[src/rtl/core_consts.svh]
// opcode, ALU, branch and CSR codes; included by the decode and execute RTL
`ifndef CORE_CONSTS_SVH
`define CORE_CONSTS_SVH

// major opcodes, instruction bits 6:2
`define OP_LOAD   5'b00000
`define OP_STORE  5'b01000
`define OP_CALRI  5'b00100
`define OP_CALRR  5'b01100
`define OP_BRANCH 5'b11000
`define OP_JAL    5'b11011
`define OP_JALR   5'b11001
`define OP_LUI    5'b01101
`define OP_AUIPC  5'b00101
`define OP_SYS    5'b11100

// alu functions, same order as funct3 of the OP/OP-IMM groups
`define ALU_ADD 3'b000
`define ALU_SHL 3'b001
`define ALU_LTS 3'b010
`define ALU_LTU 3'b011
`define ALU_XOR 3'b100
`define ALU_SHR 3'b101
`define ALU_OR  3'b110
`define ALU_AND 3'b111

`define BR_BEQ  3'b000
`define BR_BNE  3'b001
`define BR_BLT  3'b100
`define BR_BGE  3'b101
`define BR_BLTU 3'b110
`define BR_BGEU 3'b111

// funct3 of the SYSTEM csr forms, 3'b000 is ecall/mret
`define CSRF_RW  3'b001
`define CSRF_RS  3'b010
`define CSRF_RC  3'b011
`define CSRF_RWI 3'b101
`define CSRF_RSI 3'b110
`define CSRF_RCI 3'b111

`define CSR_MSTATUS  12'h300
`define CSR_MTVEC    12'h305
`define CSR_MSCRATCH 12'h340
`define CSR_MEPC     12'h341
`define CSR_MCAUSE   12'h342

`define CAUSE_ECALL_M 32'd11 // environment call from M-mode

`endif

[src/rtl/core_pkg.sv]
// shared instruction views and the packets passed between decode, issue and execute
`default_nettype none

package core_pkg;

  // one 32-bit word seen through each RV32I format
  typedef union packed {
    struct packed {
      logic [6:0] funct7;
      logic [4:0] rs2;
      logic [4:0] rs1;
      logic [2:0] funct3;
      logic [4:0] rd;
      logic [6:0] opcode;
    } r;
    struct packed {
      logic [11:0] imm11_0;
      logic [4:0]  rs1;
      logic [2:0]  funct3;
      logic [4:0]  rd;
      logic [6:0]  opcode;
    } i;
    struct packed {
      logic [6:0] imm11_5;
      logic [4:0] rs2;
      logic [4:0] rs1;
      logic [2:0] funct3;
      logic [4:0] imm4_0;
      logic [6:0] opcode;
    } s;
    struct packed {
      logic       imm12;
      logic [5:0] imm10_5;
      logic [4:0] rs2;
      logic [4:0] rs1;
      logic [2:0] funct3;
      logic [3:0] imm4_1;
      logic       imm11;
      logic [6:0] opcode;
    } b;
    struct packed {
      logic [19:0] imm31_12;
      logic [4:0]  rd;
      logic [6:0]  opcode;
    } u;
    struct packed {
      logic       imm20;
      logic [9:0] imm10_1;
      logic       imm11;
      logic [7:0] imm19_12;
      logic [4:0] rd;
      logic [6:0] opcode;
    } j;
  } inst_u;

  typedef struct packed {
    inst_u       inst;
    logic [31:0] pc;
  } fetch_t;

  typedef struct packed {
    logic [31:0] pc;
    logic [4:0]  opcode;
    logic [2:0]  funct;
    logic [4:0]  rd;
    logic [31:0] src1;
    logic [31:0] src2;
    logic [31:0] imm;
    logic [11:0] csr_addr;
    logic [31:0] csr;      // old value of the addressed csr
    logic [31:0] alu_a;
    logic [31:0] alu_b;
    logic [2:0]  alu_funct;
    logic        alu_funcs; // sub / sra / and-not
  } dec_t;

  typedef struct packed {
    logic [31:0] pc;
    logic [4:0]  rd;
    logic        we;
    logic [31:0] wdata;
    logic        redirect;
    logic [31:0] target;
    logic        illegal;
  } retire_t;

  typedef struct packed {
    logic        we;
    logic [11:0] addr;
    logic [31:0] wdata;
    logic        trap;
    logic [31:0] trap_pc;
    logic        mret;
  } csr_wr_t;

endpackage

`default_nettype wire

[src/rtl/alu.sv]
// eight-function integer alu, funcs picks sub, arithmetic shift or and-not
`default_nettype none
`timescale 1ns/1ps
`include "core_consts.svh"

module alu (
  input  wire [31:0]  a,
  input  wire [31:0]  b,
  input  wire [2:0]   funct,
  input  wire         funcs,
  output logic [31:0] y
);

  logic [4:0] shamt;

  assign shamt = b[4:0];

  always_comb begin
    case (funct)
      `ALU_ADD: y = funcs ? a - b : a + b;
      `ALU_SHL: y = a << shamt;
      `ALU_LTS: y = {31'b0, $signed(a) < $signed(b)};
      `ALU_LTU: y = {31'b0, a < b};
      `ALU_XOR: y = a ^ b;
      `ALU_SHR: y = funcs ? 32'($signed(a) >>> shamt) : a >> shamt;
      `ALU_OR:  y = a | b;
      `ALU_AND: y = funcs ? a & ~b : a & b; // csr clear
      default:  y = 32'b0;
    endcase
  end

endmodule

`default_nettype wire

[src/rtl/gpr_file.sv]
// 32x32 integer register file, two combinational reads with write-through
`default_nettype none
`timescale 1ns/1ps

module gpr_file (
  input  wire        clk,
  input  wire        rst_n,
  input  wire [4:0]  raddr1,
  input  wire [4:0]  raddr2,
  output logic [31:0] rdata1,
  output logic [31:0] rdata2,
  input  wire        we,
  input  wire [4:0]  waddr,
  input  wire [31:0] wdata
);

  logic [31:0] regs [1:31]; // x0 has no storage

  always_ff @(posedge clk or negedge rst_n) begin
    if (!rst_n) begin
      for (int k = 1; k < 32; k++)
        regs[k] <= 32'b0;
    end else if (we && waddr != 5'd0) begin
      regs[waddr] <= wdata;
    end
  end

  // retiring write is visible to the decode in the same cycle
  always_comb begin
    if (raddr1 == 5'd0)
      rdata1 = 32'b0;
    else if (we && waddr == raddr1)
      rdata1 = wdata;
    else
      rdata1 = regs[raddr1];
    if (raddr2 == 5'd0)
      rdata2 = 32'b0;
    else if (we && waddr == raddr2)
      rdata2 = wdata;
    else
      rdata2 = regs[raddr2];
  end

endmodule

`default_nettype wire

[src/rtl/csr_file.sv]
// machine-mode csrs with trap entry and mret; reads see the pending update
`default_nettype none
`timescale 1ns/1ps
`include "core_consts.svh"

module csr_file (
  input  wire                    clk,
  input  wire                    rst_n,
  input  wire [11:0]             raddr,
  output logic [31:0]            rdata,
  input  wire core_pkg::csr_wr_t wr
);

  logic        mie_q, mpie_q, mie_n, mpie_n;
  logic [31:0] mtvec_q, mepc_q, mcause_q, mscratch_q;
  logic [31:0] mtvec_n, mepc_n, mcause_n, mscratch_n;

  always_comb begin
    mie_n      = mie_q;
    mpie_n     = mpie_q;
    mtvec_n    = mtvec_q;
    mepc_n     = mepc_q;
    mcause_n   = mcause_q;
    mscratch_n = mscratch_q;
    if (wr.we) begin
      case (wr.addr)
        `CSR_MSTATUS: begin
          mie_n  = wr.wdata[3];
          mpie_n = wr.wdata[7];
        end
        `CSR_MTVEC:    mtvec_n    = wr.wdata;
        `CSR_MEPC:     mepc_n     = wr.wdata;
        `CSR_MCAUSE:   mcause_n   = wr.wdata;
        `CSR_MSCRATCH: mscratch_n = wr.wdata;
        default: ;     // unknown address, write dropped
      endcase
    end
    if (wr.trap) begin
      mepc_n   = wr.trap_pc;
      mcause_n = `CAUSE_ECALL_M;
      mpie_n   = mie_q;
      mie_n    = 1'b0;
    end
    if (wr.mret) begin
      mie_n  = mpie_q;
      mpie_n = 1'b1;
    end
  end

  always_ff @(posedge clk or negedge rst_n) begin
    if (!rst_n) begin
      mie_q      <= 1'b0;
      mpie_q     <= 1'b0;
      mtvec_q    <= 32'b0;
      mepc_q     <= 32'b0;
      mcause_q   <= 32'b0;
      mscratch_q <= 32'b0;
    end else begin
      mie_q      <= mie_n;
      mpie_q     <= mpie_n;
      mtvec_q    <= mtvec_n;
      mepc_q     <= mepc_n;
      mcause_q   <= mcause_n;
      mscratch_q <= mscratch_n;
    end
  end

  // read from next state, covers write, trap and mret bypass
  always_comb begin
    case (raddr)
      `CSR_MSTATUS:  rdata = {19'b0, 2'b11, 3'b0, mpie_n, 3'b0, mie_n, 3'b0}; // mpp fixed to M
      `CSR_MTVEC:    rdata = mtvec_n;
      `CSR_MEPC:     rdata = mepc_n;
      `CSR_MCAUSE:   rdata = mcause_n;
      `CSR_MSCRATCH: rdata = mscratch_n;
      default:       rdata = 32'b0;
    endcase
  end

endmodule

`default_nettype wire

[src/rtl/idu.sv]
// combinational RV32I decoder; reads registers and csr, builds the packet for issue
`default_nettype none
`timescale 1ns/1ps
`include "core_consts.svh"

module idu (
  input  wire core_pkg::fetch_t item,
  output logic [4:0]            gpr_raddr1,
  output logic [4:0]            gpr_raddr2,
  input  wire [31:0]            gpr_rdata1,
  input  wire [31:0]            gpr_rdata2,
  output logic [11:0]           csr_raddr,
  input  wire [31:0]            csr_rdata,
  output core_pkg::dec_t        dec
);

  core_pkg::inst_u iw;
  logic [4:0]      opcode;
  logic [2:0]      funct;
  logic [31:0]     imm_i, imm_s, imm_b, imm_u, imm_j;
  logic [31:0]     imm, zimm;
  logic [31:0]     alu_a, alu_b;
  logic [2:0]      alu_funct;
  logic            alu_funcs;

  assign iw     = item.inst;
  assign opcode = iw.r.opcode[6:2];
  assign funct  = iw.r.funct3;

  assign gpr_raddr1 = iw.r.rs1;
  assign gpr_raddr2 = iw.r.rs2;

  assign imm_i = {{20{iw.i.imm11_0[11]}}, iw.i.imm11_0};
  assign imm_s = {{20{iw.s.imm11_5[6]}}, iw.s.imm11_5, iw.s.imm4_0};
  assign imm_b = {{19{iw.b.imm12}}, iw.b.imm12, iw.b.imm11, iw.b.imm10_5, iw.b.imm4_1, 1'b0};
  assign imm_u = {iw.u.imm31_12, 12'b0};
  assign imm_j = {{11{iw.j.imm20}}, iw.j.imm20, iw.j.imm19_12, iw.j.imm11, iw.j.imm10_1, 1'b0};
  assign zimm  = {27'b0, iw.r.rs1};

  always_comb begin
    case (opcode)
      `OP_CALRI, `OP_LOAD, `OP_JALR, `OP_SYS: imm = imm_i;
      `OP_STORE:                              imm = imm_s;
      `OP_BRANCH:                             imm = imm_b;
      `OP_LUI, `OP_AUIPC:                     imm = imm_u;
      `OP_JAL:                                imm = imm_j;
      default:                                imm = 32'b0; // register-register
    endcase
  end

  // funct3 zero: ecall reads the trap vector, mret the return pc
  always_comb begin
    if (funct != 3'b000)
      csr_raddr = iw.i.imm11_0;
    else if (iw.i.imm11_0 == 12'b0)
      csr_raddr = `CSR_MTVEC;
    else
      csr_raddr = `CSR_MEPC;
  end

  always_comb begin
    case (opcode)
      `OP_LOAD, `OP_STORE, `OP_CALRI, `OP_CALRR, `OP_BRANCH: alu_a = gpr_rdata1;
      `OP_AUIPC, `OP_JAL, `OP_JALR:                          alu_a = item.pc;
      `OP_LUI:                                               alu_a = 32'b0;
      `OP_SYS: begin
        case (funct)
          3'b000:              alu_a = item.pc; // ecall passes its pc through
          `CSRF_RW, `CSRF_RWI: alu_a = 32'b0;
          default:             alu_a = csr_rdata;
        endcase
      end
      default: alu_a = 32'b0;
    endcase
  end

  always_comb begin
    case (opcode)
      `OP_CALRR, `OP_BRANCH:                                 alu_b = gpr_rdata2;
      `OP_LUI, `OP_AUIPC, `OP_LOAD, `OP_STORE, `OP_CALRI:    alu_b = imm;
      `OP_SYS:  alu_b = funct[2] ? zimm : gpr_rdata1; // rs1 is x0 for ecall
      default:  alu_b = 32'd4;                        // jal/jalr link value
    endcase
  end

  always_comb begin
    case (opcode)
      `OP_CALRI, `OP_CALRR: alu_funct = funct;
      `OP_BRANCH: begin
        case (funct)
          `BR_BLT, `BR_BGE:   alu_funct = `ALU_LTS;
          `BR_BLTU, `BR_BGEU: alu_funct = `ALU_LTU;
          default:            alu_funct = `ALU_XOR; // eq/ne test the xor
        endcase
      end
      `OP_SYS: begin
        case (funct)
          `CSRF_RS, `CSRF_RSI: alu_funct = `ALU_OR;
          `CSRF_RC, `CSRF_RCI: alu_funct = `ALU_AND;
          default:             alu_funct = `ALU_XOR;
        endcase
      end
      default: alu_funct = `ALU_ADD;
    endcase
  end

  // bit 30 selects sub/sra; csr clear needs and-not
  assign alu_funcs = (iw.r.funct7[5] & ((opcode == `OP_CALRR) |
                     ((opcode == `OP_CALRI) & (funct == `ALU_SHR)))) |
                     ((opcode == `OP_SYS) & funct[1] & funct[0]);

  always_comb begin
    dec.pc        = item.pc;
    dec.opcode    = opcode;
    dec.funct     = funct;
    dec.rd        = iw.r.rd;
    dec.src1      = gpr_rdata1;
    dec.src2      = gpr_rdata2;
    dec.imm       = imm;
    dec.csr_addr  = csr_raddr;
    dec.csr       = csr_rdata;
    dec.alu_a     = alu_a;
    dec.alu_b     = alu_b;
    dec.alu_funct = alu_funct;
    dec.alu_funcs = alu_funcs;
  end

endmodule

`default_nettype wire

[src/rtl/exu.sv]
// execute stage logic for writeback, branch and jump resolution and csr updates, used by the top
`default_nettype none
`timescale 1ns/1ps
`include "core_consts.svh"

module exu (
  input  wire core_pkg::dec_t issued,
  input  wire [31:0]          alu_y,
  output core_pkg::retire_t   rec,
  output core_pkg::csr_wr_t   csr_upd
);

  logic csr_op, ecall, mret_op, wr_rd, taken;

  assign csr_op  = (issued.opcode == `OP_SYS) & (issued.funct[1:0] != 2'b00);
  assign ecall   = (issued.opcode == `OP_SYS) & (issued.funct == 3'b000) &
                   (issued.csr_addr == `CSR_MTVEC);
  assign mret_op = (issued.opcode == `OP_SYS) & (issued.funct == 3'b000) &
                   (issued.csr_addr == `CSR_MEPC);

  always_comb begin
    rec.pc       = issued.pc;
    rec.rd       = issued.rd;
    rec.wdata    = alu_y;
    rec.redirect = 1'b0;
    rec.target   = issued.pc + issued.imm;
    rec.illegal  = 1'b0;
    wr_rd        = 1'b0;
    taken        = 1'b0;
    case (issued.opcode)
      `OP_CALRI, `OP_CALRR, `OP_LUI, `OP_AUIPC: wr_rd = 1'b1;
      `OP_BRANCH: begin
        case (issued.funct)
          `BR_BEQ:           taken = (alu_y == 32'b0);
          `BR_BNE:           taken = (alu_y != 32'b0);
          `BR_BLT, `BR_BLTU: taken = alu_y[0];
          `BR_BGE, `BR_BGEU: taken = ~alu_y[0];
          default:           rec.illegal = 1'b1;
        endcase
        rec.redirect = taken;
      end
      `OP_JAL: begin
        wr_rd        = 1'b1; // alu gives pc+4
        rec.redirect = 1'b1;
      end
      `OP_JALR: begin
        wr_rd        = 1'b1;
        rec.redirect = 1'b1;
        rec.target   = (issued.src1 + issued.imm) & ~32'd1;
      end
      `OP_SYS: begin
        if (csr_op) begin
          wr_rd     = 1'b1;
          rec.wdata = issued.csr; // old value
        end else if (ecall || mret_op) begin
          rec.redirect = 1'b1;
          rec.target   = issued.csr; // mtvec or mepc
        end else begin
          rec.illegal = 1'b1;
        end
      end
      default: rec.illegal = 1'b1; // loads, stores, unknown
    endcase
    rec.we = wr_rd & (issued.rd != 5'd0);
  end

  always_comb begin
    csr_upd.we      = csr_op;
    csr_upd.addr    = issued.csr_addr;
    csr_upd.wdata   = alu_y;
    csr_upd.trap    = ecall;
    csr_upd.trap_pc = alu_y; // pc passed through the alu
    csr_upd.mret    = mret_op;
  end

endmodule

`default_nettype wire

[src/rtl/issue_ctrl.sv]
// one-entry issue register with both handshakes, write qualification and wrong-path drop
`default_nettype none
`timescale 1ns/1ps

module issue_ctrl (
  input  wire                    clk,
  input  wire                    rst_n,
  input  wire                    in_valid,
  output logic                   in_ready,
  input  wire core_pkg::fetch_t  in_item,
  input  wire core_pkg::dec_t    dec_in,
  output core_pkg::dec_t         issued,
  input  wire core_pkg::retire_t rec_in,
  input  wire core_pkg::csr_wr_t csr_upd,
  output logic                   ret_valid,
  input  wire                    ret_ready,
  output core_pkg::retire_t      ret_rec,
  output logic                   gpr_we,
  output core_pkg::csr_wr_t      csr_wr
);

  logic           vld_q, drop_q;
  logic [31:0]    await_q;    // redirect target still to be seen
  core_pkg::dec_t issue_q;
  logic           ret_fire, in_fire, kill, take;

  assign ret_fire = vld_q & ret_ready;
  assign in_ready = ~vld_q | ret_fire; // stays high while dropping, register is empty
  assign in_fire  = in_valid & in_ready;
  assign kill     = ret_fire & rec_in.redirect;
  assign take     = in_fire & ~kill & (~drop_q | (in_item.pc == await_q));

  always_ff @(posedge clk or negedge rst_n) begin
    if (!rst_n)
      vld_q <= 1'b0;
    else if (take)
      vld_q <= 1'b1;
    else if (ret_fire)
      vld_q <= 1'b0;
  end

  always_ff @(posedge clk or negedge rst_n) begin
    if (!rst_n) begin
      drop_q  <= 1'b0;
      await_q <= 32'b0;
    end else if (kill) begin
      drop_q  <= 1'b1;
      await_q <= rec_in.target;
    end else if (take) begin
      drop_q  <= 1'b0; // target reached
    end
  end

  always_ff @(posedge clk) begin
    if (take)
      issue_q <= dec_in;
  end

  assign issued    = issue_q;
  assign ret_valid = vld_q;
  assign ret_rec   = rec_in;
  assign gpr_we    = ret_fire & rec_in.we;

  // side effects only on the retire edge
  always_comb begin
    csr_wr      = csr_upd;
    csr_wr.we   = csr_upd.we & ret_fire;
    csr_wr.trap = csr_upd.trap & ret_fire;
    csr_wr.mret = csr_upd.mret & ret_fire;
  end

endmodule

`default_nettype wire

[src/rtl/core_exec_top.sv]
// decode/execute slice top level, wires issue control to the datapath blocks
`default_nettype none
`timescale 1ns/1ps

module core_exec_top (
  input  wire                   clk,
  input  wire                   rst_n,
  input  wire                   in_valid,
  output logic                  in_ready,
  input  wire core_pkg::fetch_t in_item,
  output logic                  ret_valid,
  input  wire                   ret_ready,
  output core_pkg::retire_t     ret_rec
);

  core_pkg::dec_t    dec, issued;
  core_pkg::retire_t rec;
  core_pkg::csr_wr_t csr_upd, csr_wr;
  logic [4:0]        gpr_raddr1, gpr_raddr2;
  logic [31:0]       gpr_rdata1, gpr_rdata2;
  logic [11:0]       csr_raddr;
  logic [31:0]       csr_rdata, alu_y;
  logic              gpr_we;

  issue_ctrl u_issue (
    .clk      (clk),
    .rst_n    (rst_n),
    .in_valid (in_valid),
    .in_ready (in_ready),
    .in_item  (in_item),
    .dec_in   (dec),
    .issued   (issued),
    .rec_in   (rec),
    .csr_upd  (csr_upd),
    .ret_valid(ret_valid),
    .ret_ready(ret_ready),
    .ret_rec  (ret_rec),
    .gpr_we   (gpr_we),
    .csr_wr   (csr_wr)
  );

  idu u_idu (
    .item      (in_item),
    .gpr_raddr1(gpr_raddr1),
    .gpr_raddr2(gpr_raddr2),
    .gpr_rdata1(gpr_rdata1),
    .gpr_rdata2(gpr_rdata2),
    .csr_raddr (csr_raddr),
    .csr_rdata (csr_rdata),
    .dec       (dec)
  );

  gpr_file u_gpr (
    .clk   (clk),
    .rst_n (rst_n),
    .raddr1(gpr_raddr1),
    .raddr2(gpr_raddr2),
    .rdata1(gpr_rdata1),
    .rdata2(gpr_rdata2),
    .we    (gpr_we),
    .waddr (ret_rec.rd),
    .wdata (ret_rec.wdata)
  );

  csr_file u_csr (
    .clk  (clk),
    .rst_n(rst_n),
    .raddr(csr_raddr),
    .rdata(csr_rdata),
    .wr   (csr_wr)
  );

  alu u_alu (
    .a    (issued.alu_a),
    .b    (issued.alu_b),
    .funct(issued.alu_funct),
    .funcs(issued.alu_funcs),
    .y    (alu_y)
  );

  exu u_exu (
    .issued (issued),
    .alu_y  (alu_y),
    .rec    (rec),
    .csr_upd(csr_upd)
  );

endmodule

`default_nettype wire

[config.mk]
export PLATFORM = sky130hd
export DESIGN_NAME = core_exec_top
export DESIGN_NICKNAME = d
export VERILOG_FILES = /design/src/rtl/core_pkg.sv /design/src/rtl/alu.sv /design/src/rtl/gpr_file.sv /design/src/rtl/csr_file.sv /design/src/rtl/idu.sv /design/src/rtl/exu.sv /design/src/rtl/issue_ctrl.sv /design/src/rtl/core_exec_top.sv
export VERILOG_INCLUDE_DIRS = /design/src /design/src/rtl
export SDC_FILE = /design/constraint.sdc
export NUM_CORES = 2
export LEC_CHECK = 0
export ABC_AREA = 1
export BUFFER_PORTS_ARGS = -buffer_cell sky130_fd_sc_hd__clkbuf_2
export CORE_MARGIN = 3
export CORE_UTILIZATION = 30
export CTS_CLUSTER_SIZE = 16
export DETAILED_ROUTE_END_ITERATION = 6
export SYNTH_ARGS = -nofsm -noshare
export SYNTH_HDL_FRONTEND = slang
export SYNTH_HIERARCHICAL = 1
export SYNTH_SLANG_ARGS = --single-unit
[constraint.sdc]
create_clock -name clk -period 11.1 [get_ports clk]
set_input_delay 2.22 -clock clk [delete_from_list [all_inputs] [get_ports clk]]
set_output_delay 2.22 -clock clk [all_outputs]
set_load 0.02 [all_outputs]
==> impl_metrics.toml <==
[timing]
worst_hold_slack_ns = 0.480
worst_pin_slew_ns = 1.50
max_slew_margin = -0.00575
tns_ns = 0
slew_viol_final = 1
worst_slack_ns = 2.57
fin_skew_ns = 0.0765
max_freq_mhz = 117
finalSetupViolCount = 0
finalCritPeriodShare = 0.769
finalCriticalPeriod_ns = 8.53
rsz0062_at_grt = "false"
finalHoldViolCount = 0

[synthesis]
syn_avg_cell_area_um2 = 6.81
syn_inst = 13685
synth_warnings = 6
synthesis.nets = 13914
syn_area_um2 = 93200

[pwr]
total_power_mw = 15.3
ir_drop_uv = 165
p_per_area_nw_per_um2 = 153
p_leak_nw = 46.2

[clock_tree]
clock_latency_ns = 0.89
clock-sinks = 1377
h-tree-depth = 4
root_buffer = "clkbuf_16"
hold_buffers = 0
cts_buffer_depth = 3
cts_buffers = 162
cts-resized-gates = 0
cts_tree = "yes"
cts.clk_slew.worst_paths_ns = 0.06
cts_setup_buffers = 0

[global_routing]
grt_pass1_vias = 83742
grt_antenna_before_repair = 30
grt_overflow = 0
track_usage = 0.257
grt_pass1_wl_um = 604000
grt_max_degree = 194

[detailed_routing]
drt-pass1-iter-count = 7
via_per_inst = 5.39
ant_nets = 0
post_drt_wl_per_cell_um = 24.6
wl_um = 423000
vias = 92460
drc = 0
drt_iter0_drc = 13369

[floorplan]
pin_count = 174
die_x_um = 563
rows = 204
initial_core_util = 0.302
dieHeight_um = 563
die_area_um2 = 317000
coreArea_um2 = 309000

[finish]
drive_gt1_frac = 0.0693
syn_to_final_growth_pct = 6.77
finalNetCount = 13117
layoutNonFillerInstCount = 17159

[worst_setup_path]
slowest_delay_ns = 0.53
path_delay_family = "simple AND/OR/NAND/NOR gates"
path_cells = "buf_4, inv_2, ha_1, nor2_1, nand3_1, nand3_1, nand2_1, nand3_1, inv_1, nand2_1, nand2_1, o21ai_0, nand2_1, nor2_1, nand4_1, nor3_1, nand3_1, o211ai_1, nand2_1, nand2_1, clkbuf_2"
slowest_stage = "nand2_1"
crit_path_frequent_cell = "nand2_1"
crit_arrival_ns = 6.31
cp_max_fo = 28
worstSetupPathType = "reg2out"
critPathCaptureType = "output pin"
required_ns = 8.88
path_buf_inv = 4
start_kind = "flip-flop"

[outcome]
status = "finished, violations left"
violations = "max-capacitance violations, max-slew violations"

[placement]
port_buffers = 171
gp_congestion = 1.01
hpwl_um = 277000
post-place-cells = 16844
place_ws_ns = 3.40

[job]
maxCapViolations = 1

[hold_path]
hp-class = "reg2reg"
==> layout by cell type (no fill, tap or decap), drive strengths merged, types with 46 or more instances in the layout <==
cell type and instances:
nand4 149, a31oi 46, o21ai 1522, or2 75
nor2 1110, clkbuf 396, a21oi 705, clkinv 55
o211ai 302, dfrtp 1156, nor3 61, inv 1191
buf 194, ha 157, nand3 1076, edfxtp 221
nand2 4322
==> layout make-up <==
cell class	instances	area, um^2
inverter	1192	4510
clock inverter	63	881
multi-input combinational	9800	46200
antenna	17	42.5
clock buffer	235	4700
tap	4120	5150
timing repair buffer	355	2440
sequential	1377	35600
fill	33624	210000
==> worst min-delay path: stages (launching register included) <==
cell	delay [ns]
dfrtp_1	0.32
nand2_1	0.05
nand2_1	0.07
==> worst paths after layout <==
check                                         startpoint                             to  slack (ns)  depth (start not counted)
max                          u_issue/issued[7]$_DFFE_PP_                    ret_rec[33]        2.57                         21
min                        u_csr/mscratch_q[0]$_DFF_PN0_  u_csr/mscratch_q[0]$_DFF_PN0_        0.48                          2
max reg2reg                  u_issue/issued[7]$_DFFE_PP_   u_issue/issued[25]$_DFFE_PP_        3.20                         24
min reg2reg                u_csr/mscratch_q[0]$_DFF_PN0_  u_csr/mscratch_q[0]$_DFF_PN0_        0.48                          2
max in group asynchronous                          rst_n    u_gpr/regs[506]$_DFFE_PN0P_        7.31                          3
min in group asynchronous                          rst_n    u_gpr/regs[932]$_DFFE_PN0P_        1.43                          1
==> power breakdown <==
part	internal, mW	leakage, nW	switching (mW)
clock	3.17	2.72	2.43
sequential	5.52	17.3	0.302
combinational	0.938	26.2	2.91
total	9.63	46.2	5.63
==> stage by stage <==
| stage | instance area (um^2) | util |
|---|---|---|
| floorplan | 93200 | - |
| global placement | 93900 | 0.304 |
| detailed placement | 93900 | 0.304 |
| CTS | 99500 | 0.322 |
| global route | 99500 | 0.322 |
| finish | 99500 | 0.322 |
==> routing by layer <==
metal | up-vias | global-route usage | share of wire
li1 | 42366 | - | -
met1 | 43723 | 0.329 | 0.39
met2 | 5239 | 0.390 | 0.43
met3 | 1114 | 0.0664 | 0.11
met4 | 18 | 0.151 | 0.067
met5 | - | 0 | 0.00024
==> flip-flops by register name, indices dropped and copies added (netlist names) <==
signal             count
u_csr/mcause_q        32
u_csr/mepc_q          32
u_csr/mie_q            1
u_csr/mpie_q           1
u_csr/mscratch_q      32
u_csr/mtvec_q         32
u_gpr/regs           992
u_issue/await_q       32
u_issue/drop_q         1
u_issue/issued       221
u_issue/ret_valid      1
(Power assumes the default switching activity.)
